==> src/tau_pkg.sv <==
// Sizes, lane-index widths and the payload structs of the warp-looping front
// Command, warp, vector and configuration table types
package tau_pkg;

	// ========================================
	// Sizes
	// ========================================

	// Configurations held in the step table
	localparam int N_CFG = 2;
	// Block dimensions
	localparam int VDIM = 2;
	// Lanes per warp
	localparam int VSIZE = 8;
	// Lane-index bits
	localparam int CV_BW = $clog2(VSIZE);
	// Low order range is 0 to CV_BW
	localparam int CCV_BW = $clog2(CV_BW + 1);
	// Work offset width
	localparam int WBW = 10;
	// Global address width
	localparam int ABW = 16;
	// Configuration id width
	localparam int NCFG_BW = $clog2(N_CFG);

	// ========================================
	// Scalar and array types
	// ========================================

	typedef logic [NCFG_BW-1:0] cfg_id_t;
	typedef logic [ABW-1:0]     addr_t;
	typedef logic [WBW-1:0]     wofs_t;
	typedef logic [CCV_BW-1:0]  lo_order_t;

	// One offset per dimension, index 0 is the fast dimension
	typedef wofs_t [VDIM-1:0] bofs_t;
	// Per-lane offsets
	typedef bofs_t [VSIZE-1:0] vbofs_t;
	// Per-lane addresses
	typedef addr_t [VSIZE-1:0] vaddr_t;
	// Address step per lane-index bit
	typedef addr_t [CV_BW-1:0] mofs_steps_t;
	// Step sets of all configurations
	typedef mofs_steps_t [N_CFG-1:0] mofs_tab_t;

	// ========================================
	// Payload structs
	// ========================================

	// Tile command
	typedef struct packed {
		cfg_id_t   id;
		addr_t     linear;
		bofs_t     bboundary;
		addr_t     col_step;
		addr_t     row_step;
		lo_order_t lo_order;
	} cmd_t;

	// One warp handed from the looper to the vector stage
	typedef struct packed {
		cfg_id_t   id;
		addr_t     linear;
		bofs_t     bofs;
		lo_order_t lo_order;
		bofs_t     bboundary;
		logic      retire;
		logic      islast;
	} warp_t;

	// Expanded vector of lane addresses
	typedef struct packed {
		cfg_id_t           id;
		vaddr_t            address;
		logic [VSIZE-1:0]  valid;
		logic              retire;
	} vec_t;

endpackage

==> src/rdyack_slice.sv <==
// One-entry ready/acknowledge pipeline register
// Payload type is set per instance
module rdyack_slice #(
	parameter type payload_t = logic
) (
	input  logic     i_clk,
	input  logic     i_arst_n,
	// Upstream side
	input  logic     i_src_rdy,
	output logic     o_src_ack,
	input  payload_t i_src_data,
	// Downstream side
	output logic     o_dst_rdy,
	input  logic     i_dst_ack,
	output payload_t o_dst_data
);

	// Take a new item when empty or drained in this cycle
	assign o_src_ack = i_src_rdy && (!o_dst_rdy || i_dst_ack);

	// Occupancy flag doubles as downstream ready
	always_ff @(posedge i_clk or negedge i_arst_n) begin
		if (!i_arst_n) begin
			o_dst_rdy <= 1'b0;
		end else if (o_src_ack) begin
			o_dst_rdy <= 1'b1;
		end else if (i_dst_ack) begin
			o_dst_rdy <= 1'b0;
		end
	end

	// Payload holds while waiting for ack
	always_ff @(posedge i_clk or negedge i_arst_n) begin
		if (!i_arst_n) begin
			o_dst_data <= '0;
		end else if (o_src_ack) begin
			o_dst_data <= i_src_data;
		end
	end

endmodule

==> src/bofs_expand.sv <==
// Expansion of a warp block offset into per-lane offsets
// Lane valid bits from the block boundary
module bofs_expand (
	input  tau_pkg::bofs_t            i_bofs,
	input  tau_pkg::bofs_t            i_bboundary,
	input  tau_pkg::lo_order_t        i_lo_order,
	output tau_pkg::vbofs_t           o_vector_bofs,
	output logic [tau_pkg::VSIZE-1:0] o_valid
);

	// Lane-index bits that belong to dimension 0
	logic [tau_pkg::CV_BW-1:0] lo_mask;

	// Boundaries widened by one bit for the compare
	logic [tau_pkg::WBW:0] bnd0;
	logic [tau_pkg::WBW:0] bnd1;

	assign lo_mask = ~({tau_pkg::CV_BW{1'b1}} << i_lo_order);
	assign bnd0    = {1'b0, i_bboundary[0]};
	assign bnd1    = {1'b0, i_bboundary[1]};

	for (genvar i = 0; i < tau_pkg::VSIZE; i++) begin : g_lane
		localparam logic [tau_pkg::CV_BW-1:0] LANE = i;

		// Sub-offsets inside the warp
		logic [tau_pkg::CV_BW-1:0] sub0;
		logic [tau_pkg::CV_BW-1:0] sub1;
		// Lane offsets with a carry bit
		logic [tau_pkg::WBW:0] ofs0;
		logic [tau_pkg::WBW:0] ofs1;

		// Low bits step dimension 0, high bits step dimension 1
		assign sub0 = LANE & lo_mask;
		assign sub1 = LANE >> i_lo_order;

		assign ofs0 = {1'b0, i_bofs[0]} + {{(tau_pkg::WBW + 1 - tau_pkg::CV_BW){1'b0}}, sub0};
		assign ofs1 = {1'b0, i_bofs[1]} + {{(tau_pkg::WBW + 1 - tau_pkg::CV_BW){1'b0}}, sub1};

		assign o_vector_bofs[i][0] = ofs0[tau_pkg::WBW-1:0];
		assign o_vector_bofs[i][1] = ofs1[tau_pkg::WBW-1:0];

		// Inside the block in both dimensions
		assign o_valid[i] = (ofs0 < bnd0) && (ofs1 < bnd1);
	end

endmodule

==> src/accum_warp_looper.sv <==
// Warp looper over a tile command
// Marks row ends with retire and the final warp with is-last
module accum_warp_looper (
	input  logic           i_clk,
	input  logic           i_arst_n,
	// Tile command
	input  logic           i_cmd_rdy,
	output logic           o_cmd_ack,
	input  tau_pkg::cmd_t  i_cmd,
	// Warp output
	output logic           o_warp_rdy,
	input  logic           i_warp_ack,
	output tau_pkg::warp_t o_warp
);

	// ========================================
	// Tile state
	// ========================================

	logic           busy_r;
	tau_pkg::cmd_t  cmd_r;
	tau_pkg::wofs_t ofs0_r;
	tau_pkg::wofs_t ofs1_r;
	tau_pkg::addr_t linear_r;
	tau_pkg::addr_t row_base_r;

	// Current warp, taken from the command when idle
	tau_pkg::cmd_t  cur_cmd;
	tau_pkg::wofs_t cur_ofs0;
	tau_pkg::wofs_t cur_ofs1;
	tau_pkg::addr_t cur_linear;
	tau_pkg::addr_t cur_row_base;

	// Stepping
	tau_pkg::lo_order_t    lo_hi;
	logic [tau_pkg::WBW:0] step0;
	logic [tau_pkg::WBW:0] step1;
	logic [tau_pkg::WBW:0] nxt_ofs0;
	logic [tau_pkg::WBW:0] nxt_ofs1;
	logic                  row_end;
	logic                  tile_end;

	// Generator side of the output slice
	logic           gen_rdy;
	logic           gen_ack;
	tau_pkg::warp_t gen_warp;

	// ========================================
	// Combinational
	// ========================================

	// First warp comes straight from the command
	always_comb begin
		if (busy_r) begin
			cur_cmd      = cmd_r;
			cur_ofs0     = ofs0_r;
			cur_ofs1     = ofs1_r;
			cur_linear   = linear_r;
			cur_row_base = row_base_r;
		end else begin
			cur_cmd      = i_cmd;
			cur_ofs0     = '0;
			cur_ofs1     = '0;
			cur_linear   = i_cmd.linear;
			cur_row_base = i_cmd.linear;
		end
	end

	// Warp footprint is 2^lo by 2^(3-lo)
	assign lo_hi = tau_pkg::lo_order_t'(tau_pkg::CV_BW) - cur_cmd.lo_order;
	assign step0 = (tau_pkg::WBW + 1)'(1) << cur_cmd.lo_order;
	assign step1 = (tau_pkg::WBW + 1)'(1) << lo_hi;

	assign nxt_ofs0 = {1'b0, cur_ofs0} + step0;
	assign nxt_ofs1 = {1'b0, cur_ofs1} + step1;

	// Row and tile end when the next offset reaches the boundary
	assign row_end  = nxt_ofs0 >= {1'b0, cur_cmd.bboundary[0]};
	assign tile_end = row_end && (nxt_ofs1 >= {1'b0, cur_cmd.bboundary[1]});

	always_comb begin
		gen_warp.id        = cur_cmd.id;
		gen_warp.linear    = cur_linear;
		gen_warp.bofs[0]   = cur_ofs0;
		gen_warp.bofs[1]   = cur_ofs1;
		gen_warp.lo_order  = cur_cmd.lo_order;
		gen_warp.bboundary = cur_cmd.bboundary;
		gen_warp.retire    = row_end;
		gen_warp.islast    = tile_end;
	end

	// A waiting command offers its first warp only when idle
	assign gen_rdy   = busy_r || i_cmd_rdy;
	assign o_cmd_ack = gen_ack && !busy_r;

	rdyack_slice #(
		.payload_t(tau_pkg::warp_t)
	) u_slice (
		.i_clk     (i_clk),
		.i_arst_n  (i_arst_n),
		.i_src_rdy (gen_rdy),
		.o_src_ack (gen_ack),
		.i_src_data(gen_warp),
		.o_dst_rdy (o_warp_rdy),
		.i_dst_ack (i_warp_ack),
		.o_dst_data(o_warp)
	);

	// ========================================
	// Sequential
	// ========================================

	// Counters advance once per warp handed to the slice
	always_ff @(posedge i_clk or negedge i_arst_n) begin
		if (!i_arst_n) begin
			busy_r     <= 1'b0;
			ofs0_r     <= '0;
			ofs1_r     <= '0;
			linear_r   <= '0;
			row_base_r <= '0;
		end else if (gen_ack) begin
			busy_r <= !tile_end;
			if (row_end) begin
				// Back to column 0 of the next row
				ofs0_r     <= '0;
				ofs1_r     <= nxt_ofs1[tau_pkg::WBW-1:0];
				row_base_r <= cur_row_base + cur_cmd.row_step;
				linear_r   <= cur_row_base + cur_cmd.row_step;
			end else begin
				ofs0_r     <= nxt_ofs0[tau_pkg::WBW-1:0];
				ofs1_r     <= cur_ofs1;
				row_base_r <= cur_row_base;
				linear_r   <= cur_linear + cur_cmd.col_step;
			end
		end
	end

	// Command fields kept for the rest of the tile
	always_ff @(posedge i_clk or negedge i_arst_n) begin
		if (!i_arst_n) begin
			cmd_r <= '0;
		end else if (o_cmd_ack) begin
			cmd_r <= i_cmd;
		end
	end

endmodule

==> src/accum_warp_vector_stage.sv <==
// Warp to vector stage with lane addresses and lane valids
// Finish pulse on the ack of the last vector
module accum_warp_vector_stage (
	input  logic               i_clk,
	input  logic               i_arst_n,
	// Warp input
	input  logic               i_src_rdy,
	output logic               o_src_ack,
	input  tau_pkg::warp_t     i_warp,
	// Static step table
	input  tau_pkg::mofs_tab_t i_mofs_tab,
	// Vector output
	output logic               o_dst_rdy,
	input  logic               i_dst_ack,
	output tau_pkg::vec_t      o_vec,
	// Tile done
	output logic               o_fin_dval
);

	// Steps of the selected configuration
	tau_pkg::mofs_steps_t mofs_step;
	// Unregistered vector
	tau_pkg::vaddr_t           address_w;
	logic [tau_pkg::VSIZE-1:0] valid_w;
	tau_pkg::vec_t             vec_w;
	// Last flag of the held vector
	logic                      islast_r;

	// ========================================
	// Lane expansion
	// ========================================

	bofs_expand u_bexp (
		.i_bofs       (i_warp.bofs),
		.i_bboundary  (i_warp.bboundary),
		.i_lo_order   (i_warp.lo_order),
		.o_vector_bofs(),
		.o_valid      (valid_w)
	);

	assign mofs_step = i_mofs_tab[i_warp.id];

	// Lane address is linear plus one step per set index bit
	always_comb begin
		for (int i = 0; i < tau_pkg::VSIZE; i++) begin
			address_w[i] = i_warp.linear;
			for (int j = 0; j < tau_pkg::CV_BW; j++) begin
				if (((i >> j) & 1) != 0) begin
					address_w[i] = address_w[i] + mofs_step[j];
				end
			end
		end
	end

	always_comb begin
		vec_w.id      = i_warp.id;
		vec_w.address = address_w;
		vec_w.valid   = valid_w;
		vec_w.retire  = i_warp.retire;
	end

	// ========================================
	// Output register
	// ========================================

	rdyack_slice #(
		.payload_t(tau_pkg::vec_t)
	) u_slice (
		.i_clk     (i_clk),
		.i_arst_n  (i_arst_n),
		.i_src_rdy (i_src_rdy),
		.o_src_ack (o_src_ack),
		.i_src_data(vec_w),
		.o_dst_rdy (o_dst_rdy),
		.i_dst_ack (i_dst_ack),
		.o_dst_data(o_vec)
	);

	// Loaded together with the slice
	always_ff @(posedge i_clk or negedge i_arst_n) begin
		if (!i_arst_n) begin
			islast_r <= 1'b0;
		end else if (o_src_ack) begin
			islast_r <= i_warp.islast;
		end
	end

	// Fires as the last vector leaves
	assign o_fin_dval = i_dst_ack && islast_r;

endmodule

==> src/accum_warp_top.sv <==
// Warp-looping front top with looper and vector stage
module accum_warp_top (
	input  logic               i_clk,
	input  logic               i_arst_n,
	// Tile command
	input  logic               i_cmd_rdy,
	output logic               o_cmd_ack,
	input  tau_pkg::cmd_t      i_cmd,
	// Static step table
	input  tau_pkg::mofs_tab_t i_mofs_tab,
	// Vector output
	output logic               o_dst_rdy,
	input  logic               i_dst_ack,
	output tau_pkg::vec_t      o_vec,
	// Tile done
	output logic               o_fin_dval
);

	// Looper to vector stage link
	logic           warp_rdy;
	logic           warp_ack;
	tau_pkg::warp_t warp;

	// Warp generation
	accum_warp_looper u_looper (
		.i_clk     (i_clk),
		.i_arst_n  (i_arst_n),
		.i_cmd_rdy (i_cmd_rdy),
		.o_cmd_ack (o_cmd_ack),
		.i_cmd     (i_cmd),
		.o_warp_rdy(warp_rdy),
		.i_warp_ack(warp_ack),
		.o_warp    (warp)
	);

	// Lane address expansion
	accum_warp_vector_stage u_vstage (
		.i_clk     (i_clk),
		.i_arst_n  (i_arst_n),
		.i_src_rdy (warp_rdy),
		.o_src_ack (warp_ack),
		.i_warp    (warp),
		.i_mofs_tab(i_mofs_tab),
		.o_dst_rdy (o_dst_rdy),
		.i_dst_ack (i_dst_ack),
		.o_vec     (o_vec),
		.o_fin_dval(o_fin_dval)
	);

endmodule

==> config.mk <==
export PLATFORM = sky130hd
export DESIGN_NAME = accum_warp_top
export DESIGN_NICKNAME = d
export VERILOG_FILES = /design/src/tau_pkg.sv /design/src/rdyack_slice.sv /design/src/bofs_expand.sv /design/src/accum_warp_looper.sv /design/src/accum_warp_vector_stage.sv /design/src/accum_warp_top.sv
export SDC_FILE = /design/constraint.sdc
export NUM_CORES = 1
export LEC_CHECK = 0
export ABC_AREA = 1
export BUFFER_PORTS_ARGS = -buffer_cell sky130_fd_sc_hd__buf_2
export CAP_MARGIN = 25
export CORE_ASPECT_RATIO = 0.5
export CORE_UTILIZATION = 60
export DETAILED_ROUTE_END_ITERATION = 16
export HOLD_SLACK_MARGIN = 0.06
export PLACE_DENSITY = 0.84
export SLEW_MARGIN = 20
export SYNTH_ARGS = -nofsm -noshare
export SYNTH_HDL_FRONTEND = slang
export SYNTH_SLANG_ARGS = --single-unit
==> constraint.sdc <==
create_clock -name i_clk -period 5.4 [get_ports i_clk]
set_clock_uncertainty 0.05 [all_clocks]
set_input_delay 0.81 -clock i_clk [delete_from_list [all_inputs] [get_ports i_clk]]
set_output_delay 0.81 -clock i_clk [all_outputs]
set_load 0.05 [all_outputs]
## Word-level counts from Yosys, hierarchy flattened

Index checks and enable logic that the tools add are counted.

- Input port bits: 171
- Flip-flop bits (word level): 326

- Add/subtract/negate cells: 27
- Reductions and logical operators: 22
- Shifts and indexed selects: 11
- $lt $le $gt $ge: 19
- Bitwise gates (word level): 1
- Multiplexer cells: 15

Operators by type and width:

| operator | number |
|---|---|
| $lt A11 B10 Y1 | 15 |
| $add A16 B16 Y16 | 9 |
| $add A10 B3 Y11 | 12 |
| $mux W48 | 2 |
| $mux W71 | 1 |
| $mux W16 | 4 |
| $mux W10 | 4 |
| $add A10 B11 Y11 | 2 |
| $add A10 B2 Y11 | 2 |
| $ge A11 B10 Y1 | 2 |
| $shl A1 B2 Y11 const A | 2 |
| $logic_and A1 B1 Y1 | 13 |
| $shr A3 B2 Y3 const A | 4 |
| $add A10 B1 Y11 | 1 |
| $lt A10 B10 Y1 | 1 |
| $shr A1 B2 Y3 const A | 2 |
| $shr A2 B2 Y3 const A | 2 |
| $logic_not A1 Y1 | 4 |
| $mux W1 | 4 |
| $reduce_bool A2 Y1 | 2 |
| $logic_or A1 B1 Y1 | 3 |
| $not A3 Y3 | 1 |
| $shl A3 B2 Y3 const A | 1 |
| $lt A1 B2 Y1 const B | 1 |
| $sub A2 B2 Y2 const A | 1 |

## Logic depth before layout (Yosys ltp)

- Depth in word-level cells: 7
- Gate-level depth with buffers: 32
- Gate-level depth less buffers: 31

## By module

Synthesis repeated with hierarchy kept, for this count alone.

- Cell total of the unflattened synthesis: 3,840
- Area, all modules: 27,607.7 um^2

By module, submodules not included:

| module | instances | sequential area each (um^2) | area an instance (um^2) | cells an instance |
|---|---|---|---|---|
| accum_warp_looper | 1 | 2,702.6 | 8,501.9 | 1,321 |
| bofs_expand | 1 | 0.0 | 5,909.4 | 878 |
| rdyack_slice at u_vstage.u_slice | 1 | 3,478.3 | 5,449.0 | 603 |
| accum_warp_vector_stage | 1 | 25.0 | 5,266.3 | 769 |
| rdyack_slice at u_looper.u_slice | 1 | 1,551.5 | 2,481.1 | 269 |

## Worst setup path before layout

Ideal clock, no wire load.

- Path type: reg-to-reg
- Start point: reg u_looper.u_slice.o_dst_data[60] in the netlist's numbering
- End point: reg u_vstage.u_slice.o_dst_data[136] in the netlist's numbering
- Required time: 5,232 ps
- Arrival time: 4,527 ps
- Setup time: 118 ps
- Slack: 705 ps
- Path buffers: 2
- Cell stages (with the launch flop): 31
- Path through: dfrtp_1 -> inv_2 -> clkbuf_1 -> clkbuf_1 -> nand2_1 -> nand2_1 -> ha_1 -> inv_1 -> fa_1 -> nand3b_1 -> nand2_1 -> a21oi_2 -> o21ai_2 -> a21boi_2 -> xnor2_1 -> ha_1 -> nand2_1 -> nand2_1 -> o21bai_1 -> a21oi_1 -> xnor2_1 -> ha_1 -> nand2_1 -> nor2_1 -> nand4_1 -> o21ai_0 -> nand3_1 -> nand2_1 -> nand3_1 -> nand3_1 -> nand2_1

RTL lines:

| item | line | text |
|---|---|---|
| start: declaration | rdyack_slice.sv:15 | `output payload_t o_dst_data` |
| start signal: assignment | rdyack_slice.sv:37 | `o_dst_data <= i_src_data;` |
| end signal: assignment | rdyack_slice.sv:37 |  |
| end: declaration | rdyack_slice.sv:15 |  |

## Worst setup path in the final report

- Start point: reg u_looper.busy_r
- End point: reg u_looper.ofs0_r[8]

- Longest elaborated chain between the ends: 5

RTL lines:

| item | line | text |
|---|---|---|
| start: declaration | accum_warp_looper.sv:20 | `logic busy_r;` |
| start signal: assignment | accum_warp_looper.sv:122 | `busy_r <= !tile_end;` |
| $mux W71 | accum_warp_looper.sv:54 | `if (busy_r) begin` |
| $shl A1 B2 Y11 | accum_warp_looper.sv:71 | `assign step0 = (tau_pkg::WBW + 1)'(1) << cur_cmd.lo_order;` |
| $add A10 B11 Y11 | accum_warp_looper.sv:74 | `assign nxt_ofs0 = {1'b0, cur_ofs0} + step0;` |
| $ge A11 B10 Y1 | accum_warp_looper.sv:78 | `assign row_end = nxt_ofs0 >= {1'b0, cur_cmd.bboundary[0]};` |
| $mux W10 | accum_warp_looper.sv:123 | `if (row_end) begin` |
| end signal: assignment | accum_warp_looper.sv:130 | `ofs0_r <= nxt_ofs0[tau_pkg::WBW-1:0];` |
| end: declaration | accum_warp_looper.sv:22 | `tau_pkg::wofs_t ofs0_r;` |

Parallel ways exist; a longest one is shown, timed or not.
A chain may end at the register's enable or synchronous reset.

==> impl_metrics.json <==
{
  "rsz0062_at_grt": "no",
  "rows": 53,
  "cts-resized-gates": 0,
  "cts_buffers": 30,
  "drtAntennaViolNets": 0,
  "wl_per_cell_microns": 17.9,
  "grt_usage": 0.350,
  "syn_area_sq_mm": 0.0258,
  "start_util": 0.612,
  "synth.area.top_cells": "dfrtp_1 (30%), nand2_1 (17%), ha_1 (16%)",
  "fillers": 3595,
  "first_pass_iters": 6,
  "drv_slew": 0,
  "grt_start_max_net_pins": 114,
  "yosysTopAreaCell": "dfrtp_1",
  "yosys_warnings": 0,
  "io_pins": 312,
  "die-area_sq_mm": 0.0439,
  "area_delta_synth_final_pct": 11.7,
  "finalHoldViolCount": 0,
  "synthAdderAreaFrac": 0.172,
  "path_clk_slew_ns": 0.07,
  "synth-simple-area-share": 0.249,
  "first_iter_violations": 2317,
  "cts_tree": "built",
  "slew-limit-headroom": 0.398,
  "grt_pass1_vias": 22903,
  "setup-tns-final_ns": 0,
  "portBuffers": 311,
  "ys_seq_area_frac": 0.301,
  "seq_area_sq_mm": 0.00776,
  "die_h_microns": 149,
  "core-area_sq_mm": 0.0422,
  "insertion_delay_ns": 0.59,
  "syn_inst": 3482,
  "clock_path_buffers": 3,
  "drive_gt1_frac": 0.128,
  "layout.nets": 4247,
  "crit_type": "flop to flop",
  "dp_hpwl_microns": 59800,
  "synth.area.mux_share": 0,
  "grt_pass1_wl_microns": 122000,
  "avgSynthCellArea_sq_um": 7.41,
  "hold_class": "input port to asynchronous set/reset pin",
  "die_w_microns": 295,
  "antenna_found_initial": 1,
  "worstMarginPinSlew_ns": 0.904,
  "synth_compound_area_frac": 0.136,
  "timing.final.crit_share": 0.915,
  "cts_setup_buffers": 0,
  "async_flop_share": 1.00,
  "clock_sinks": 310,
  "setup_viol": 0,
  "gp_congestion": 0.968,
  "max-cap-violations": 0,
  "ys_types": 62,
  "fmax_ghz": 0.202,
  "cp-start-kind": "flop",
  "synth-edff-count": 0,
  "multi_input_area_sq_mm": 0.0164,
  "ys_ff_latch": 310,
  "final.min_clock_period_ns": 4.94,
  "cts-root-buf": "clkbuf_16",
  "utilization": 0.684,
  "via_per_inst": 5.65,
  "globalRouteOverflowTotal": 0,
  "num_vias": 24490,
  "endpoint_kind": "flop",
  "arrival_ns": 5.39,
  "route.detailed.drc": 0,
  "synth_top_family_by_area": "simple AND/OR/NAND/NOR gates",
  "wirelength_microns": 77600,
  "synth_nets": 3997,
  "yosysTopAreaCellShare": 0.301,
  "synth_ff_type": "dfrtp_1",
  "htree_levels": 1,
  "crit_required_ns": 5.85,
  "crit_fanout": 28,
  "place_inst": 4277,
  "synth_xor_area_frac": 0.0773,
  "layoutNonFillerInstCount": 4334,
  "cts_hold_buf": 0,
  "status": "completed"
}
per-layer routing:
metal | share of wire | wire length (microns) | track usage | vias up
li1 | - | - | - | 11963
met5 | 0.00024 | 19 | 0 | -
met2 | 0.45 | 34900 | 0.561 | 965
met3 | 0.073 | 5670 | 0.0426 | 135
met1 | 0.44 | 34300 | 0.490 | 11425
met4 | 0.034 | 2650 | 0.119 | 2
registers in the layout, summed over array words and instances, names as in the netlist:
| name | cells |
|---|---|
| u_looper.u_slice.o_dst_data | 61 |
| u_looper.u_slice.o_dst_rdy | 1 |
| u_vstage.u_slice.o_dst_rdy | 1 |
| u_looper.row_base_r | 16 |
| u_looper.linear_r | 16 |
| u_looper.ofs1_r | 10 |
| u_vstage.u_slice.o_dst_data | 138 |
| u_looper.ofs0_r | 10 |
| u_looper.cmd_r | 55 |
| u_looper.busy_r | 1 |
| u_vstage.islast_r | 1 |
placed cells by master (no fill, tap or decap), types with 4 or more instances in the layout:
cell and n:
clkinv_2 8, buf_2 310, o21bai_1 14, dfrtp_1 308
nand2_1 1158, o21ai_2 10, inv_2 13, clkbuf_16 31
fa_1 19, bufinv_16 5, nand4_1 23, nor3_1 21
nand3b_1 8, o21ai_0 296, o21ai_1 21, o211ai_1 7
and3_1 4, a21o_1 17, inv_1 286, or2_1 6
nor2_1 121, a21oi_2 7, or2_2 13, o31ai_1 9
xnor2_1 45, ha_1 325, nand3_1 157, a211oi_1 17
xor2_1 179, clkinvlp_4 4, nand2_2 23, a21oi_1 181
o221ai_1 9, a31oi_1 18, nand3_2 9, buf_4 17
critical path: stages (launching register included):
cell	delay [ns]
dfrtp_4	0.54
inv_1	0.11
or2_2	0.27
o21ai_0	0.16
inv_1	0.11
nor2_1	0.33
ha_1	0.27
fa_1	0.22
nand3_1	0.10
nand3_2	0.11
nand4_2	0.13
xor2_1	0.24
ha_1	0.30
nand2_1	0.07
inv_1	0.03
nor3_1	0.18
o21ai_1	0.10
nand2_1	0.06
nand2_1	0.07
nand2_1	0.08
nand2_2	0.06
nand2_4	0.31
nand3_4	0.24
inv_2	0.44
nand2_1	0.13
o21ai_1	0.13
area by class of cell:
class,instances,share of cell area
multi-input combinational,2756,0.568
tap,577,0.0250
clock inverter,20,0.00864
clock buffer,36,0.0283
inverter,303,0.0395
timing repair buffer,331,0.0609
antenna,1,0.0000868
sequential,310,0.269
cells by family after synthesis:
| logic type | count (synthesis) |
|---|---|
| adders and majority gates | 344 |
| AOI/OAI and AO/OA | 626 |
| DFF | 310 |
| xor gates and xnor gates | 226 |
| buffers and inverters | 416 |
| and+or+nand+nor | 1560 |
final timing paths:
check,endpoint,startpoint,slack [ns],cells after the start
setup / recovery,u_looper.ofs0_r[8],u_looper.busy_r,0.46,25
hold / removal,u_vstage.u_slice.o_dst_data[118],i_arst_n,0.22,1
setup reg to reg,u_looper.ofs0_r[8],u_looper.busy_r,0.46,25
hold reg to reg,u_looper.cmd_r[19],u_looper.cmd_r[19],0.42,2
max in group asynchronous,u_vstage.u_slice.o_dst_data[96],i_arst_n,3.79,2
min in group i_clk,u_looper.cmd_r[1],i_cmd[1],0.41,3
per-stage QoR:
| stage | hold WS (ns) | area [sq um] | setup WS [ns] |
|---|---|---|---|
| 2_1_floorplan | 0.384 | 25800 | 0.705 |
| 3_3_place_gp | 0.396 | 27800 | 0.193 |
| 3_5_place_dp | 0.407 | 27800 | 0.0398 |
| 4_1_cts | 0.261 | 28800 | 0.312 |
| 5_1_grt | 0.288 | 28800 | 0.00827 |
| 6_report | 0.219 | 28800 | 0.460 |
synth_stat cells, types with 6 or more instances:
cell type,n
a211oi_1,17
a21o_1,17
a21oi_1,181
a21oi_2,7
a31oi_1,18
buf_1,11
buf_2,31
buf_4,7
clkbuf_1,59
dfrtp_1,310
fa_1,19
ha_1,325
inv_1,288
inv_2,11
nand2_1,1160
nand2_2,23
nand3_1,157
nand3_2,9
nand3b_1,8
nand4_1,23
nor2_1,121
nor3_1,21
o211ai_1,7
o21ai_0,297
o21ai_1,20
o21ai_2,10
o21bai_1,14
o221ai_1,9
o31ai_1,9
or2_1,6
or2_2,13
xnor2_1,45
xor2_1,179
Power is left out: the tool's default activity adds up to more than one toggle a clock period on the data nets, which glitch-free logic cannot reach.
